**config.mk**
```make
export PLATFORM = sky130hd
export DESIGN_NAME = gprReadPort
export DESIGN_NICKNAME = d
export VERILOG_FILES = /design/src/regGprPkg.sv /design/src/gprReadPort.sv
export VERILOG_INCLUDE_DIRS = /design/src
export SDC_FILE = /design/constraint.sdc
export NUM_CORES = 1
export LEC_CHECK = 0
export BUFFER_PORTS_ARGS = -buffer_cell sky130_fd_sc_hd__buf_2
export CAP_MARGIN = 10
export CORE_AREA = 2 2 358 360
export DETAILED_ROUTE_END_ITERATION = 10
export DIE_AREA = 0 0 360 362
export GPL_ROUTABILITY_DRIVEN = 0
export SLEW_MARGIN = 20
export SYNTH_ARGS = -nofsm -noshare
export SYNTH_HDL_FRONTEND = slang
export SYNTH_SLANG_ARGS = --single-unit
```
**constraint.sdc**
```tcl
create_clock -name vclk -period 2.76
set_input_delay 0.414 -clock vclk [all_inputs]
set_output_delay 0.414 -clock vclk [all_outputs]
set_load 0.01 [all_outputs]
```
**src/regGpr_settings.svh**
```systemverilog
`ifndef REGGPR_SETTINGS_SVH
`define REGGPR_SETTINGS_SVH

// Number of general registers held in the banks
`define GPR_COUNT	32

// Special registers, stored beside the banks
`define GR_DLR		6'h20	// Low data register
`define GR_DHR		6'h21	// High data register
`define GR_SP		6'h22	// Stack pointer

// Control values, read only from the register file side
`define GR_PC		6'h23	// Program counter
`define GR_GBR		6'h24	// Global base register
`define GR_LR		6'h25	// Link register

// Decode-supplied sources
`define GR_IMM		6'h3E	// Lane immediate, sign extended on read

// Zero on read, and "no destination" as a write target
`define GR_ZZR		6'h3F

`endif

```
**src/regGprPkg.sv**
```systemverilog
package regGprPkg;

	// Register ID as seen by decode and the EX stages
	typedef logic [5:0]		regIdT;

	typedef logic [63:0]	regValT;	// GPR or special register value

	typedef logic [4:0]		gprIndexT;	// Bank index, low bits of a GPR ID

	// PC, GBR and LR are 48-bit addresses
	typedef logic [47:0]	addrValT;

	typedef logic [32:0]	immValT;	// Bit 32 carries the sign

endpackage

```
**src/gprReadPort.sv**
```systemverilog
`timescale 1ns/10ps
`include "regGpr_settings.svh"

module gprReadPort (
	input regGprPkg::regIdT		srcId,
	input regGprPkg::regValT	bankVal,
	input regGprPkg::regValT	dlrVal,
	input regGprPkg::regValT	dhrVal,
	input regGprPkg::regValT	spVal,
	input regGprPkg::addrValT	pcVal,
	input regGprPkg::addrValT	gbrVal,
	input regGprPkg::addrValT	lrVal,
	input regGprPkg::immValT	immVal,
	input regGprPkg::regIdT		ex1IdA,
	input regGprPkg::regValT	ex1ValA,
	input regGprPkg::regIdT		ex1IdB,
	input regGprPkg::regValT	ex1ValB,
	input regGprPkg::regIdT		ex2IdA,
	input regGprPkg::regValT	ex2ValA,
	input regGprPkg::regIdT		ex2IdB,
	input regGprPkg::regValT	ex2ValB,
	input regGprPkg::regIdT		ex3IdA,
	input regGprPkg::regValT	ex3ValA,
	input regGprPkg::regIdT		ex3IdB,
	input regGprPkg::regValT	ex3ValB,
	output regGprPkg::regValT	srcVal
);

	regGprPkg::regValT	baseVal;
	logic				noForward;

	// Base value from the ID alone
	always_comb
	begin
		if (srcId < `GPR_COUNT)
			baseVal = bankVal;
		else
		begin
			case (srcId)
				`GR_DLR:	baseVal = dlrVal;
				`GR_DHR:	baseVal = dhrVal;
				`GR_SP:		baseVal = spVal;
				`GR_PC:		baseVal = {16'h0000, pcVal};
				`GR_GBR:	baseVal = {16'h0000, gbrVal};
				`GR_LR:		baseVal = {16'h0000, lrVal};
				`GR_IMM:	baseVal = {{31{immVal[32]}}, immVal};
				default:	baseVal = '0;	// ZZR and unassigned IDs
			endcase
		end
	end

	// Immediates and ZZR are never stage results
	assign noForward = (srcId == `GR_IMM) || (srcId == `GR_ZZR);

	// Oldest first, so the newest stage and lane A end up on top
	always_comb
	begin
		srcVal = baseVal;
		if (!noForward)
		begin
			if (srcId == ex3IdB)
				srcVal = ex3ValB;
			if (srcId == ex3IdA)
				srcVal = ex3ValA;
			if (srcId == ex2IdB)
				srcVal = ex2ValB;
			if (srcId == ex2IdA)
				srcVal = ex2ValA;
			if (srcId == ex1IdB)
				srcVal = ex1ValB;
			if (srcId == ex1IdA)
				srcVal = ex1ValA;
		end
	end

endmodule

```
==> metrics.yaml <==
status: "complete, but fails checks"
violations: "setup timing"
fin_crit_ns: 3.50
path_cells: "buf_8 -> buf_6 -> or4b_4 -> nor3_4 -> buf_12 -> a222oi_1 -> and3_4 -> o211ai_1 -> a221o_1 -> buf_2"
synth_warnings: 0
netlist_instances: 1162
maxSlewViolCount: 0
grt_pass1_vias: 17036
ys_seq_area_frac: 0
overflow: 0
critPathLaunchType: "input pin"
holdCritStartpoint: "ex1ValA[56]"
synth_area_per_cell_sq_um: 6.62
leakage_nw: 9.54
nClkBuffers: 0
dp_hpwl_um: 140000
fillCellCount: 14273
crit_family: "simple AND/OR/NAND/NOR gates"
grt_max_degree: 28
pwr_density_cell_nw_per_um2: 155
worst-path-buf-inv: 4
die_x_um: 360
hold_depth: 3
drc: 0
core_area_sq_um: 127000
io_pins: 923
setup_viol: 64
yosysTopAreaCell: "and3_1"
yosysMostFrequentCell: "nand2_1"
grt_pass1_wl_um: 195000
required_ns: 2.35
worstSetupEndpointType: "primary output"
rsz0062_at_grt: "true"
design.seq.count: 0
syn_nets: 2021
syn-cell-area_sq_um: 7700
die_h_um: 362
final_nets: 3249
wl_per_cell_um: 38.6
die-area_sq_um: 130000
via_count: 18929
setup_ws_ns: -0.736
grt_usage: 0.231
dp_slack_ns: -1.27
seq_area_sq_um: 0
grt_antenna_before_repair: 372
critPathKind: "input pin to primary output"
start_util: 0.0608
multi_input_area_sq_um: 9240
synth_cell_type_count: 77
vdd_ir_drop_max_mv: 0.0431
placedCellCount: 3910
crit_fanout: 10
ctsHoldBuffers: 0
syn2layout_area_growth_pct: 182
io_buffer_count: 923
drive_gt1_frac: 0.705
ant_nets: 0
synth_area_leaders: "and3_1 (6.1%), mux2i_1 (6.0%), a222oi_1 (4.8%)"
cp_data_arrival_time_ns: 3.08
hp-class: "input pin to primary output"
min_to: "srcVal[56]"
fin_crit_sh: 1.27
cap_violations: 0
wirelength_um: 162000
worst_pin_slew_ns: 1.04
fmax_mhz: 286
std_cell_rows: 131
drt_iter0_markers: 2157
final_util: 0.171
critPathSlowestCell: "or4b_4"
synth_top_area_share: 0.0610
slowest_delay_ns: 0.63
synth_common_cells: "nand2_1 (81), and3_1 (75), clkbuf_1 (74)"
viasPerCell: 4.52
dr.pass1.iters: 10
final_hold_viol_count: 0
slew_headroom: 0.307
stdcell_count: 4187
[repair_timing]
item	4_1_cts	5_1_grt
hold endpoints to repair	0	0
pin swaps	147	135
gates resized for setup	525	167
cloned	13	5
setup endpoints to repair	64	64
setup buffers	106	31
[worst max path at each step]
stage	start	end	slack [ns]	cells after the start
after global routing	srcId[5]	srcVal[57]	-0.68	9
final	srcId[2]	srcVal[57]	-0.74	10
after CTS	srcId[5]	srcVal[57]	-0.63	9
after floorplan	srcId[1]	srcVal[34]	0.02	9
after detailed placement	srcId[3]	srcVal[22]	-1.27	12
after global placement	srcId[1]	srcVal[18]	-1.90	12
[layer usage]
layer / track usage / routed length, um
met1: 0.277 / 63000
met2: 0.321 / 62200
met3: 0.152 / 25700
met4: 0.0895 / 9020
met5: 0 / 1610
[cells in the final DEF (no fill, tap or decap), types with 27 or more instances in the layout]
master	n
nor2_1	53
diode_2	137
a22oi_1	27
and3_1	60
buf_4	253
buf_12	76
o211ai_1	32
a222oi_1	37
mux2i_1	44
or3_1	30
buf_6	119
buf_2	878
a221o_1	31
nand2_1	70
o21ai_0	34
a21oi_1	53
nand3_1	38
[layout make-up]
| type | instances | area share |
|---|---|---|
| repair buffers | 1368 | 0.461 |
| inverters | 7 | 0.00121 |
| diodes | 137 | 0.0158 |
| well taps | 1662 | 0.0958 |
| multi-input cells | 1013 | 0.426 |
[where the power goes]
| part | leakage [nW] | switching, W | internal, W |
|---|---|---|---|
| registers | 0 | 0 | 0 |
| logic | 9.53 | 0.00174 | 0.00163 |
| clock network | 0.000877 | 0 | 0.00000000635 |
[cells by family after synthesis]
group,synth area share
muxes,0.0788
xor gates and xnor gates,0.0410
buffers and inverters,0.0873
AOI/OAI and AO/OA,0.522
and+or+nand+nor,0.271
[per-stage QoR]
stage	total power (W)	hold WS [ns]	cell area, sq um	setup TNS (ns)
final	0.00336	1.15	21700	-32.18
after global routing	0.00348	1.17	21600	-34.64
after CTS	0.00316	1.15	20300	-28.17
after detailed placement	0.00261	1.14	16700	-50.83
after global placement	0.00257	1.15	16600	-51.32
after floorplan	0.000832	0.970	7700	0
Power figures use the tool's default switching activity.
