**src/regGpr_settings.svh**
```systemverilog
`ifndef REGGPR_SETTINGS_SVH
`define REGGPR_SETTINGS_SVH

// Number of general registers held in the banks
`define GPR_COUNT	32

// Special registers, stored beside the banks
`define GR_DLR		6'h20	// Low data register
`define GR_DHR		6'h21	// High data register
`define GR_SP		6'h22	// Stack pointer

// Control values, read only from the register file side
`define GR_PC		6'h23	// Program counter
`define GR_GBR		6'h24	// Global base register
`define GR_LR		6'h25	// Link register

// Decode-supplied sources
`define GR_IMM		6'h3E	// Lane immediate, sign extended on read

// Zero on read, and "no destination" as a write target
`define GR_ZZR		6'h3F

`endif

```
**src/regGprPkg.sv**
```systemverilog
package regGprPkg;

	// Register ID as seen by decode and the EX stages
	typedef logic [5:0]		regIdT;

	typedef logic [63:0]	regValT;	// GPR or special register value

	typedef logic [4:0]		gprIndexT;	// Bank index, low bits of a GPR ID

	// PC, GBR and LR are 48-bit addresses
	typedef logic [47:0]	addrValT;

	typedef logic [32:0]	immValT;	// Bit 32 carries the sign

endpackage

```
**src/sprReg.sv**
```systemverilog
`timescale 1ns/10ps
`include "regGpr_settings.svh"

module sprReg #(
	parameter regGprPkg::regIdT regId = `GR_DLR	// ID this register answers to
) (
	input logic					clock,
	input logic					reset,
	input logic					hold,
	input logic					wbFlush,
	input regGprPkg::regIdT		wbIdA,
	input regGprPkg::regIdT		wbIdB,
	input regGprPkg::regValT	wbValA,
	input regGprPkg::regValT	wbValB,
	input regGprPkg::regValT	inVal,
	output regGprPkg::regValT	outVal
);

	logic	hitA;
	logic	hitB;

	assign hitA = !wbFlush && (wbIdA == regId);
	assign hitB = !wbFlush && (wbIdB == regId);

	always_ff @(posedge clock)
	begin
		if (reset)
			outVal <= '0;
		else if (!hold)
		begin
			if (hitA)
				outVal <= wbValA;	// Lane A has priority here
			else if (hitB)
				outVal <= wbValB;
			else
				outVal <= inVal;	// Track the external copy
		end
	end

endmodule

```
**config.mk**
```make
export PLATFORM = sky130hd
export DESIGN_NAME = sprReg
export DESIGN_NICKNAME = d
export VERILOG_FILES = /design/src/regGprPkg.sv /design/src/sprReg.sv
export VERILOG_INCLUDE_DIRS = /design/src
export SDC_FILE = /design/constraint.sdc
export NUM_CORES = 1
export LEC_CHECK = 0
export ABC_AREA = 1
export ABC_CLOCK_PERIOD_IN_PS = 1500
export BUFFER_PORTS_ARGS = -buffer_cell sky130_fd_sc_hd__buf_4
export CORE_AREA = 2 2 106 108
export DETAILED_ROUTE_END_ITERATION = 10
export DIE_AREA = 0 0 108 110
export GPL_TIMING_DRIVEN = 0
export PLACE_DENSITY = 0.78
export SETUP_SLACK_MARGIN = 0.15
export SYNTH_ARGS = -nofsm -noshare
export SYNTH_HDL_FRONTEND = slang
export SYNTH_SLANG_ARGS = --single-unit
```
**constraint.sdc**
```tcl
create_clock -name clock -period 1.5 [get_ports clock]
set_clock_uncertainty 0.05 [all_clocks]
set_input_delay 0.15 -clock clock [delete_from_list [all_inputs] [get_ports clock]]
set_output_delay 0.15 -clock clock [all_outputs]
set_load 0.03 [all_outputs]
```
==> flow_metrics.env, run 1 <==
export IMPL_cp_start_kind="flop"
export IMPL_diodes=0
export IMPL_min_period_ns=1.10
export IMPL_vdd_drop_max_mv=0.423
export IMPL_switching_share_pct=30.8
export IMPL_final_cell_mix="buf_4 (285), inv_1 (133), nand3_1 (128), a21oi_2 (100), nand2_1 (69)"
export IMPL_setup_violations=0
export IMPL_cp_arrival_ns=0.90
export IMPL_yosys_area_top_type="dfxtp_1"
export IMPL_cts_hold_buf=0
export IMPL_wl_per_cell_um=14.5
export IMPL_cp_slowest_stage_delay_ns=0.38
export IMPL_syn2layout_area_growth_pct=54.0
export IMPL_p_comb_share_pct=29.7
export IMPL_clk_latency_ns=0.33
export IMPL_required_ns=1.30
export IMPL_final_common_cell="buf_4"
export IMPL_grt_pass1_vias=4915
export IMPL_cts_tree="yes"
export IMPL_initial_core_util_pct=41.9
export IMPL_rsz0062_at_grt="false"
export IMPL_ff_latch_area_um2=1280
export IMPL_crit_fanout=2
export IMPL_overflow=0
export IMPL_fmax_mhz=910
export IMPL_drtAntennaViolNets=0
export IMPL_end_kind="output port"
export IMPL_netlist_area_um2=4480
export IMPL_cts_root_buf="clkbuf_8"
export IMPL_hold_path_class="input pin to flop"
export IMPL_num_vias=5276
export IMPL_drtPass1Iterations=5
export IMPL_timing_final_crit_share_pct=73.3
export IMPL_via_per_inst=4.91
export IMPL_synthTopCellsByArea="dfxtp_1 (29%), a21oi_2 (20%), nand3_1 (14%), inv_1 (11%), o21ai_0 (7.2%)"
export IMPL_netlist_area_leader_share_pct=28.6
export IMPL_relSlewSlack_pct=72.4
export IMPL_avgSynthCellArea_um2=6.91
export IMPL_drc=0
export IMPL_finalWirelength_mm=15.6
export IMPL_placed_cell_area_um2=6690
export IMPL_synth_seq_cells=64
export IMPL_crit_slowest_cell="dfxtp_1"
export IMPL_worst_pin_slew_ns=0.413
export IMPL_p_leak_nw=3.70
export IMPL_p_seq_share_pct=37.8
export IMPL_p_clk_share_pct=32.5
export IMPL_fin_util_pct=64.5
export IMPL_switchingPower_mw=1.54
export IMPL_antenna_found_initial=0
export IMPL_gp_congestion=0.860
export IMPL_cts_resized_gates=0
export IMPL_die_w_um=108
export IMPL_yosysWarnings=0
export IMPL_largestRegisters="outVal: 64 flops"
export IMPL_cap_violations=0
export IMPL_core_um2=10700
export IMPL_p_total_mw=4.99
export IMPL_syn_nets=856
export IMPL_final_area_um2=6900
export IMPL_crit_chain="buf_4"
export IMPL_hold_violations=0
export IMPL_row_count=38
export IMPL_critPathKind="flop to output port"
export IMPL_drv_slew=0
export IMPL_port_buffer_count=271
export IMPL_max_flop_register="outVal"
export IMPL_numCtsBuffers=9
export IMPL_largest_register_ffs=64
export IMPL_seq_area_frac_synth_pct=28.6
export IMPL_rrSetupSlack_ns=0.72
export IMPL_cts_htree_levels=3
export IMPL_cp_buffers_inverters=1
export IMPL_critPathTopFamily="flip-flops"
export IMPL_clk_pin_slew_ns=0.08
export IMPL_clockBufferDepth=2
export IMPL_cts_setup_buffers=0
export IMPL_die_h_um=110
export IMPL_setup_tns_final_ns=0
export IMPL_status="finished clean"
export IMPL_io_pins=272
export IMPL_fp_dieArea_um2=11900
export IMPL_grt_pass1_wl_mm=23.3
export IMPL_p_int_mw=3.45
export IMPL_dp_hpwl_mm=11.9
export IMPL_n_fill_cell=1051
export IMPL_multi_input_area_um2=2280
export IMPL_final_nets=1138
export IMPL_first_iter_violations=361
export IMPL_p_per_area_nw_per_um2=723
export IMPL_grt_util_all_layers_pct=25.1
export IMPL_drive_gt1_share_pct=46.3
export IMPL_grt_max_degree=12
export IMPL_postSynthCellCount=648
export IMPL_cts_sinks=64
export IMPL_ys_types=18
==> final cells by class <==
class	instances	area share (%)
Buffer	52	5.95
Multi-Input combinational cell	396	33.0
Sequential cell	64	18.6
Inverter	136	7.40
Timing Repair Buffer	271	29.5
Clock inverter	6	1.23
Clock buffer	9	1.80
Tap cell	140	2.54
==> power by group through the flow <==
stage / Clock, mW / Combinational, mW / Sequential, mW
2_1_floorplan: 0 / 0.502 / 2.15
5_1_grt: 1.74 / 1.60 / 1.89
3_3_place_gp: 0 / 1.47 / 1.91
6_report: 1.62 / 1.48 / 1.88
4_1_cts: 1.66 / 1.48 / 1.88
3_5_place_dp: 0 / 1.48 / 1.92
==> per-layer routing <==
layer	vias up	global-route usage [%]	wire length (um)
met5	-	0	0
met4	0	8.42	278
met3	20	5.00	1240
met2	229	45.1	7720
met1	2375	30.1	6370
li1	2652	-	-
==> synthesized netlist by cell type <==
| master | instances |
|---|---|
| inv_1 | 133 |
| nand3_1 | 128 |
| a21oi_2 | 100 |
| nand2_1 | 69 |
| dfxtp_1 | 64 |
| o21ai_0 | 64 |
| a21oi_1 | 28 |
| buf_2 | 15 |
| buf_4 | 14 |
| clkbuf_1 | 12 |
| buf_12 | 7 |
| buf_6 | 4 |
| nor2_1 | 3 |
| inv_2 | 2 |
| nor2_2 | 2 |
| clkinv_1 | 1 |
| nand2_2 | 1 |
| nor2_4 | 1 |
==> cells by family (layout without fill, tap and decap cells) <==
group                  after synthesis  after routing  synth area share, %
DFF                                 64             64                 28.6
buffers and inverters              188            474                 20.6
and+or+nand+nor                    204            204                 21.0
AOI/OAI and AO/OA                  192            192                 29.8
==> worst paths after layout <==
| kind | start | end | cells after the start |
|---|---|---|---|
| worst min register to register | outVal[63] | outVal[63] | 2 |
| worst max register to register | outVal[50] | outVal[50] | 2 |
| worst min-delay path | wbValA[24] | outVal[24] | 3 |
| worst max-delay path | outVal[50] | outVal[50] | 1 |
==> metrics by stage <==
stage	setup slack [ns]	hold slack (ns)	instances
3_3_place_gp	0.0549	0.377	1059
4_1_cts	0.387	0.0259	1074
5_1_grt	0.331	0.0269	1074
3_5_place_dp	0.0392	0.382	1059
6_report	0.401	0.0413	1074
2_1_floorplan	0.471	0.284	648
(Power assumes the default switching activity.)
==> run 2, diff against run 1 <==
--- a/config.mk
+++ b/config.mk
@@ -7,13 +7,13 @@
 export NUM_CORES = 1
 export LEC_CHECK = 0
 export ABC_AREA = 1
-export ABC_CLOCK_PERIOD_IN_PS = 1500
+export ABC_CLOCK_PERIOD_IN_PS = 1020
 export BUFFER_PORTS_ARGS = -buffer_cell sky130_fd_sc_hd__buf_4
-export CORE_AREA = 2 2 106 108
+export CORE_AREA = 2 2 104 106
 export DETAILED_ROUTE_END_ITERATION = 10
-export DIE_AREA = 0 0 108 110
+export DIE_AREA = 0 0 106 108
 export GPL_TIMING_DRIVEN = 0
-export PLACE_DENSITY = 0.78
+export PLACE_DENSITY = 0.81
 export SETUP_SLACK_MARGIN = 0.15
 export SYNTH_ARGS = -nofsm -noshare
 export SYNTH_HDL_FRONTEND = slang
==> constraint.sdc (replaced) <==
create_clock -name clock -period 1.02 [get_ports clock]
set_clock_uncertainty 0.05 [all_clocks]
set_input_delay 0.102 -clock clock [delete_from_list [all_inputs] [get_ports clock]]
set_output_delay 0.102 -clock clock [all_outputs]
set_load 0.03 [all_outputs]
==> run 2 against run 1 <==
Effect of this change:
- the flow now finishes with violations (negative hold slack, negative setup slack)
- worst setup slack worse by 0.59 ns
- clock power up 46%
- design area up 42%
- first-iteration DRC count grew 150%
- critical path depth grew 4
- highest routed layer unchanged
==> flow_metrics.env, run 2 (synthesis gave the netlist of run 1 again) <==
export IMPL_status="complete, but fails checks"
export IMPL_violations="negative hold slack, negative setup slack"
export IMPL_wl_met2_mm=13.3
export IMPL_num_vias=7212
export IMPL_final_common_cell="buf_4"
export IMPL_grt_pass1_vias=5800
export IMPL_fp_dieArea_um2=11400
export IMPL_overflow=0
export IMPL_hold_violations=1
export IMPL_grt_util_all_layers_pct=31.5
export IMPL_relSlewSlack_pct=51.8
export IMPL_syn2layout_area_growth_pct=119
export IMPL_dpl_worst_slack_ns=-0.323
export IMPL_finalWorstSetupSlack_ns=-0.189
export IMPL_drv_slew=0
export IMPL_critPathTopFamily="compound AO/OA/AOI/OAI gates"
export IMPL_crit_slowest_cell="o21ai_0"
export IMPL_n_fill_cell=248
export IMPL_largest_register_ffs=64
export IMPL_worst_pin_slew_ns=0.716
export IMPL_die_h_um=108
export IMPL_numCtsBuffers=9
export IMPL_clockBufferDepth=2
export IMPL_gp_congestion=0.861
export IMPL_cp_arrival_ns=1.38
export IMPL_critPathKind="input pin to flop"
export IMPL_drtAntennaViolNets=0
export IMPL_p_total_mw=8.48
export IMPL_cap_violations=0
export IMPL_via_per_inst=6.11
export IMPL_crit_fanout=10
export IMPL_antenna_found_initial=1
export IMPL_grt_max_degree=12
export IMPL_crit_chain="buf_4 > clkinv_2 > clkbuf_1 > o21ai_0 > a21oi_2"
export IMPL_required_ns=1.19
export IMPL_fmax_mhz=827
export IMPL_grt_pass1_wl_mm=28.6
export IMPL_p_leak_nw=4.75
export IMPL_drc=0
export IMPL_cts_htree_levels=3
export IMPL_wl_per_cell_um=24.8
export IMPL_vdd_drop_max_mv=0.784
export IMPL_initial_core_util_pct=43.8
export IMPL_drive_gt1_share_pct=64.9
export IMPL_cp_start_kind="input pin"
export IMPL_row_count=37
export IMPL_ff_latch_area_um2=1360
export IMPL_drtPass1Iterations=8
export IMPL_final_cell_mix="buf_4 (209), inv_1 (128), buf_6 (99), a21oi_2 (78), dfxtp_2 (64)"
export IMPL_multi_input_area_um2=3310
export IMPL_finalWirelength_mm=29.2
export IMPL_hold_path_class="input pin to flop"
export IMPL_port_buffer_count=271
export IMPL_final_nets=1244
export IMPL_max_flop_register="outVal"
export IMPL_min_period_ns=1.21
export IMPL_dp_hpwl_mm=11.7
export IMPL_rsz0062_at_grt="true"
export IMPL_timing_final_crit_share_pct=119
export IMPL_clk_latency_ns=0.36
export IMPL_first_iter_violations=887
export IMPL_cts_root_buf="clkbuf_8"
export IMPL_fin_util_pct=95.8
export IMPL_cts_sinks=64
export IMPL_cp_slowest_stage_delay_ns=0.65
export IMPL_end_kind="flop"
export IMPL_highest_layer="met4"
export IMPL_core_um2=10200
export IMPL_clk_pin_slew_ns=0.08
export IMPL_setup_violations=44
export IMPL_wl_met1_mm=9.32
export IMPL_io_pins=272
export IMPL_p_per_area_nw_per_um2=866
export IMPL_route_met3_wl_mm=3.47
export IMPL_cts_tree="yes"
export IMPL_hold_slack_ns=-0.0129
export IMPL_die_w_um=106
export IMPL_largestRegisters="outVal: 64 flops"
export IMPL_cp_buffers_inverters=3
[run 2: changes by cell type in the layout (fill, tap and decap cells not counted), sizes merged, moves of 2 or more]
cell and delta:
buf +34, clkbuf +13, clkinv +2, diode +3, dlygate4sd3 +58, nand2 +2
[run 2: per-layer routing]
layer / vias up / GRT usage, %
met5: - / 0
met3: 277 / 7.78
met4: 0 / 15.5
li1: 2881 / -
met1: 3316 / 34.8
met2: 738 / 56.8
[run 2: cell type report]
class	instances	share of cell area [%]
antenna	3	0.0766
buffer	52	6.07
clock buffer	11	1.44
clock inverter	5	0.575
inverter	136	5.45
multi-input combinational	398	33.8
sequential	64	13.9
tap	136	1.74
timing repair buffer	374	36.9
timing repair inverter	1	0.0638
[run 2: worst register-to-register path: stages, from the launching register on]
cell	delay, ns
dfxtp_2	0.34
o21ai_0	0.58
a21oi_2	0.06
[run 2: worst paths after layout]
| check | slack, ns | from | cells past startpoint | endpoint |
|---|---|---|---|---|
| worst min-delay path | -0.01 | wbValA[29] | 3 | outVal[29] |
| worst max-delay path | -0.19 | hold | 5 | outVal[24] |
| worst min register to register | 0.52 | outVal[46] | 2 | outVal[46] |
| worst max register to register | -0.16 | outVal[24] | 2 | outVal[24] |
[run 2: stage by stage]
stage,instance area [um2],TNS (ns),cells,hold slack [ns]
floorplan,4610,0,648,0.213
global placement,6810,-14.81,1055,0.304
detailed placement,6810,-16.13,1055,0.315
CTS,8340,0,1152,0.000911
global route,9790,-2.97,1178,0.00444
finish,9800,-1.70,1180,-0.0129
[run 2: repair_timing]
item / in CTS / in global routing
hold endpoints to repair: 57 / 1
buffers inserted: 17 / 8
hold buffers: 57 / 1
endpoints found under the setup margin: 120 / 128
pin swaps: 11 / 83
gates cloned: 7 / 16
gates resized for setup: 176 / 233
[run 2: where the power goes]
part           switching (mW)  total, mW  leakage, nW  internal (mW)
clock network            1.17       2.37       0.0993           1.19
registers               0.161       2.88        0.551           2.72
logic                    1.68       3.24         4.10           1.56
total                    3.02       8.48         4.75           5.47
==> run 3, diff against run 2 <==
--- a/config.mk
+++ b/config.mk
@@ -10,11 +10,14 @@
 export ABC_CLOCK_PERIOD_IN_PS = 1020
 export BUFFER_PORTS_ARGS = -buffer_cell sky130_fd_sc_hd__buf_4
 export CORE_AREA = 2 2 104 106
+export CTS_CLUSTER_SIZE = 8
 export DETAILED_ROUTE_END_ITERATION = 10
 export DIE_AREA = 0 0 106 108
 export GPL_TIMING_DRIVEN = 0
 export PLACE_DENSITY = 0.81
 export SETUP_SLACK_MARGIN = 0.15
+export SKIP_CTS_REPAIR_TIMING = 1
 export SYNTH_ARGS = -nofsm -noshare
 export SYNTH_HDL_FRONTEND = slang
 export SYNTH_SLANG_ARGS = --single-unit
+export TNS_END_PERCENT = 20
==> run 3 against run 2 <==
Effect of this change:
- the flow finishes with violations (negative hold slack)
- non-clock buffer count down 77
- hold slack improved by 0.0050 ns
- flip-flop and latch count unchanged
- critical path depth decreased by 4
- clock power is 17% lower
- sequential share of layout area is 3.7 points higher
- worst setup slack improved by 0.23 ns
- largest power group is now sequential cells
- highest routed layer unchanged
==> flow_metrics.env, run 3 (synthesis gave the netlist of run 1 again) <==
export IMPL_status="complete, but fails checks"
export IMPL_violations="negative hold slack"
export IMPL_dp_cells=1055
export IMPL_grt_pass1_vias=4875
export IMPL_critPathTopFamily="flip-flops"
export IMPL_end_kind="output port"
export IMPL_min_period_ns=0.982
export IMPL_initial_core_util_pct=43.8
export IMPL_via_per_inst=4.94
export IMPL_cp_buffers_inverters=1
export IMPL_top_usage_layer="met2"
export IMPL_p_per_area_nw_per_um2=944
export IMPL_hold_slack_ns=-0.00787
export IMPL_cp_arrival_ns=0.83
export IMPL_largestRegisters="outVal: 64 flops"
export IMPL_die_h_um=108
export IMPL_row_count=37
export IMPL_use_met3_pct=6.21
export IMPL_r2r_start="outVal[35]"
export IMPL_vdd_drop_max_mv=0.827
export IMPL_port_buffer_count=271
export IMPL_drtAntennaViolNets=0
export IMPL_cts_htree_levels=3
export IMPL_hold_violations=6
export IMPL_setup_violations=0
export IMPL_clk_latency_ns=0.33
export IMPL_hold_path_class="input pin to flop"
export IMPL_required_ns=0.87
export IMPL_rsz0062_at_grt="true"
export IMPL_cts_root_buf="clkbuf_8"
export IMPL_die_w_um=106
export IMPL_largest_register_ffs=64
export IMPL_crit_chain="buf_6"
export IMPL_cap_violations=0
export IMPL_finalWirelength_mm=16.1
export IMPL_grt_pass1_wl_mm=23.4
export IMPL_final_area_um2=7660
export IMPL_grt_max_degree=12
export IMPL_drtPass1Iterations=5
export IMPL_final_cells=1097
export IMPL_cp_start_kind="flop"
export IMPL_placed_cell_area_um2=6810
export IMPL_p_leak_nw=3.97
export IMPL_wl_per_cell_um=14.7
export IMPL_fin_util_pct=74.8
export IMPL_setup_worst_path_start="outVal[18]"
export IMPL_fmax_mhz=1020
export IMPL_syn2layout_area_growth_pct=70.9
export IMPL_overflow=0
export IMPL_clockBufferDepth=2
export IMPL_gp_congestion=0.872
export IMPL_relSlewSlack_pct=74.3
export IMPL_setup_tns_final_ns=0
export IMPL_cp_slowest_stage_delay_ns=0.36
export IMPL_cts_tree="yes"
export IMPL_cts_sinks=64
export IMPL_crit_fanout=2
export IMPL_numCtsBuffers=9
export IMPL_crit_slowest_cell="dfxtp_1"
export IMPL_io_pins=272
export IMPL_core_um2=10200
export IMPL_final_common_cell="buf_4"
export IMPL_drv_slew=0
export IMPL_diodes=0
export IMPL_antenna_found_initial=0
export IMPL_dp_hpwl_mm=11.5
export IMPL_use_met2_pct=44.0
export IMPL_drc=0
export IMPL_final_cell_mix="buf_4 (217), inv_1 (128), nand3_1 (123), a21oi_2 (101), buf_6 (82)"
export IMPL_grt_util_all_layers_pct=25.5
export IMPL_num_vias=5415
export IMPL_fp_dieArea_um2=11400
export IMPL_worst_pin_slew_ns=0.385
export IMPL_final_nets=1164
export IMPL_timing_final_crit_share_pct=96.3
export IMPL_first_iter_violations=431
export IMPL_worstHoldStart="wbValA[28]"
export IMPL_met1_usage_pct=31.4
export IMPL_max_flop_register="outVal"
export IMPL_drive_gt1_share_pct=53.7
export IMPL_clk_pin_slew_ns=0.08
export IMPL_critPathKind="flop to output port"
==> run 3: cell count changes in the layout (fill, tap and decap cells not counted), moves of 9 or more <==
| cell | previous run | this run |
|---|---|---|
| dfxtp_1 | 0 | 10 |
| dfxtp_2 | 64 | 54 |
| nand3_2 | 50 | 3 |
| nand2_1 | 21 | 64 |
| nand2_4 | 24 | 3 |
| nand3_1 | 62 | 123 |
| buf_6 | 99 | 82 |
| a21oi_4 | 30 | 0 |
| dlygate4sd3_1 | 58 | 18 |
| a21oi_2 | 78 | 101 |
| nand2_2 | 24 | 3 |
| clkbuf_16 | 11 | 2 |
| nand3_4 | 16 | 2 |
| buf_8 | 17 | 4 |
==> run 3: final timing paths <==
path,slack [ns],cells after the start,end
worst min-delay path,-0.008,3,outVal[28]
worst min register to register,0.51,2,outVal[0]
worst max register to register,0.20,2,outVal[35]
worst max-delay path,0.04,1,outVal[18]
==> run 3: cell type report <==
| cell class | instances | area, um2 |
|---|---|---|
| plain buffers | 52 | 504 |
| fillers | 817 | 2570 |
| multi-input cells | 396 | 2370 |
| clock buffers | 10 | 128 |
| clock inverters | 6 | 36.3 |
| flip-flops and latches | 64 | 1350 |
| repair buffers | 297 | 2560 |
| well taps | 136 | 170 |
| inverters | 136 | 532 |
==> run 3: power breakdown <==
group	total, mW	switching (mW)	internal (mW)
Combinational	2.43	1.19	1.25
Clock	1.97	1.09	0.872
Sequential	2.83	0.119	2.71
==> run 3: layer usage <==
| metal | vias to the layer above | wire length (um) |
|---|---|---|
| li1 | 2704 | - |
| met1 | 2462 | 6400 |
| met2 | 223 | 8060 |
| met3 | 26 | 1280 |
| met4 | 0 | 382 |
| met5 | - | 0 |
==> run 3: worst min-delay path, delay by kind of cell <==
| kind | cells | cell delay, ns |
|---|---|---|
| buf+inv | 1 | 0.08 |
| compound gates | 2 | 0.16 |
==> run 3: stage by stage <==
stage	setup slack (ns)	power, mW
after global placement	-0.300	5.00
after floorplan	0.0669	3.93
after global routing	-0.000540	7.53
after CTS	-0.0231	6.96
after detailed placement	-0.323	5.02
final	0.0377	7.23
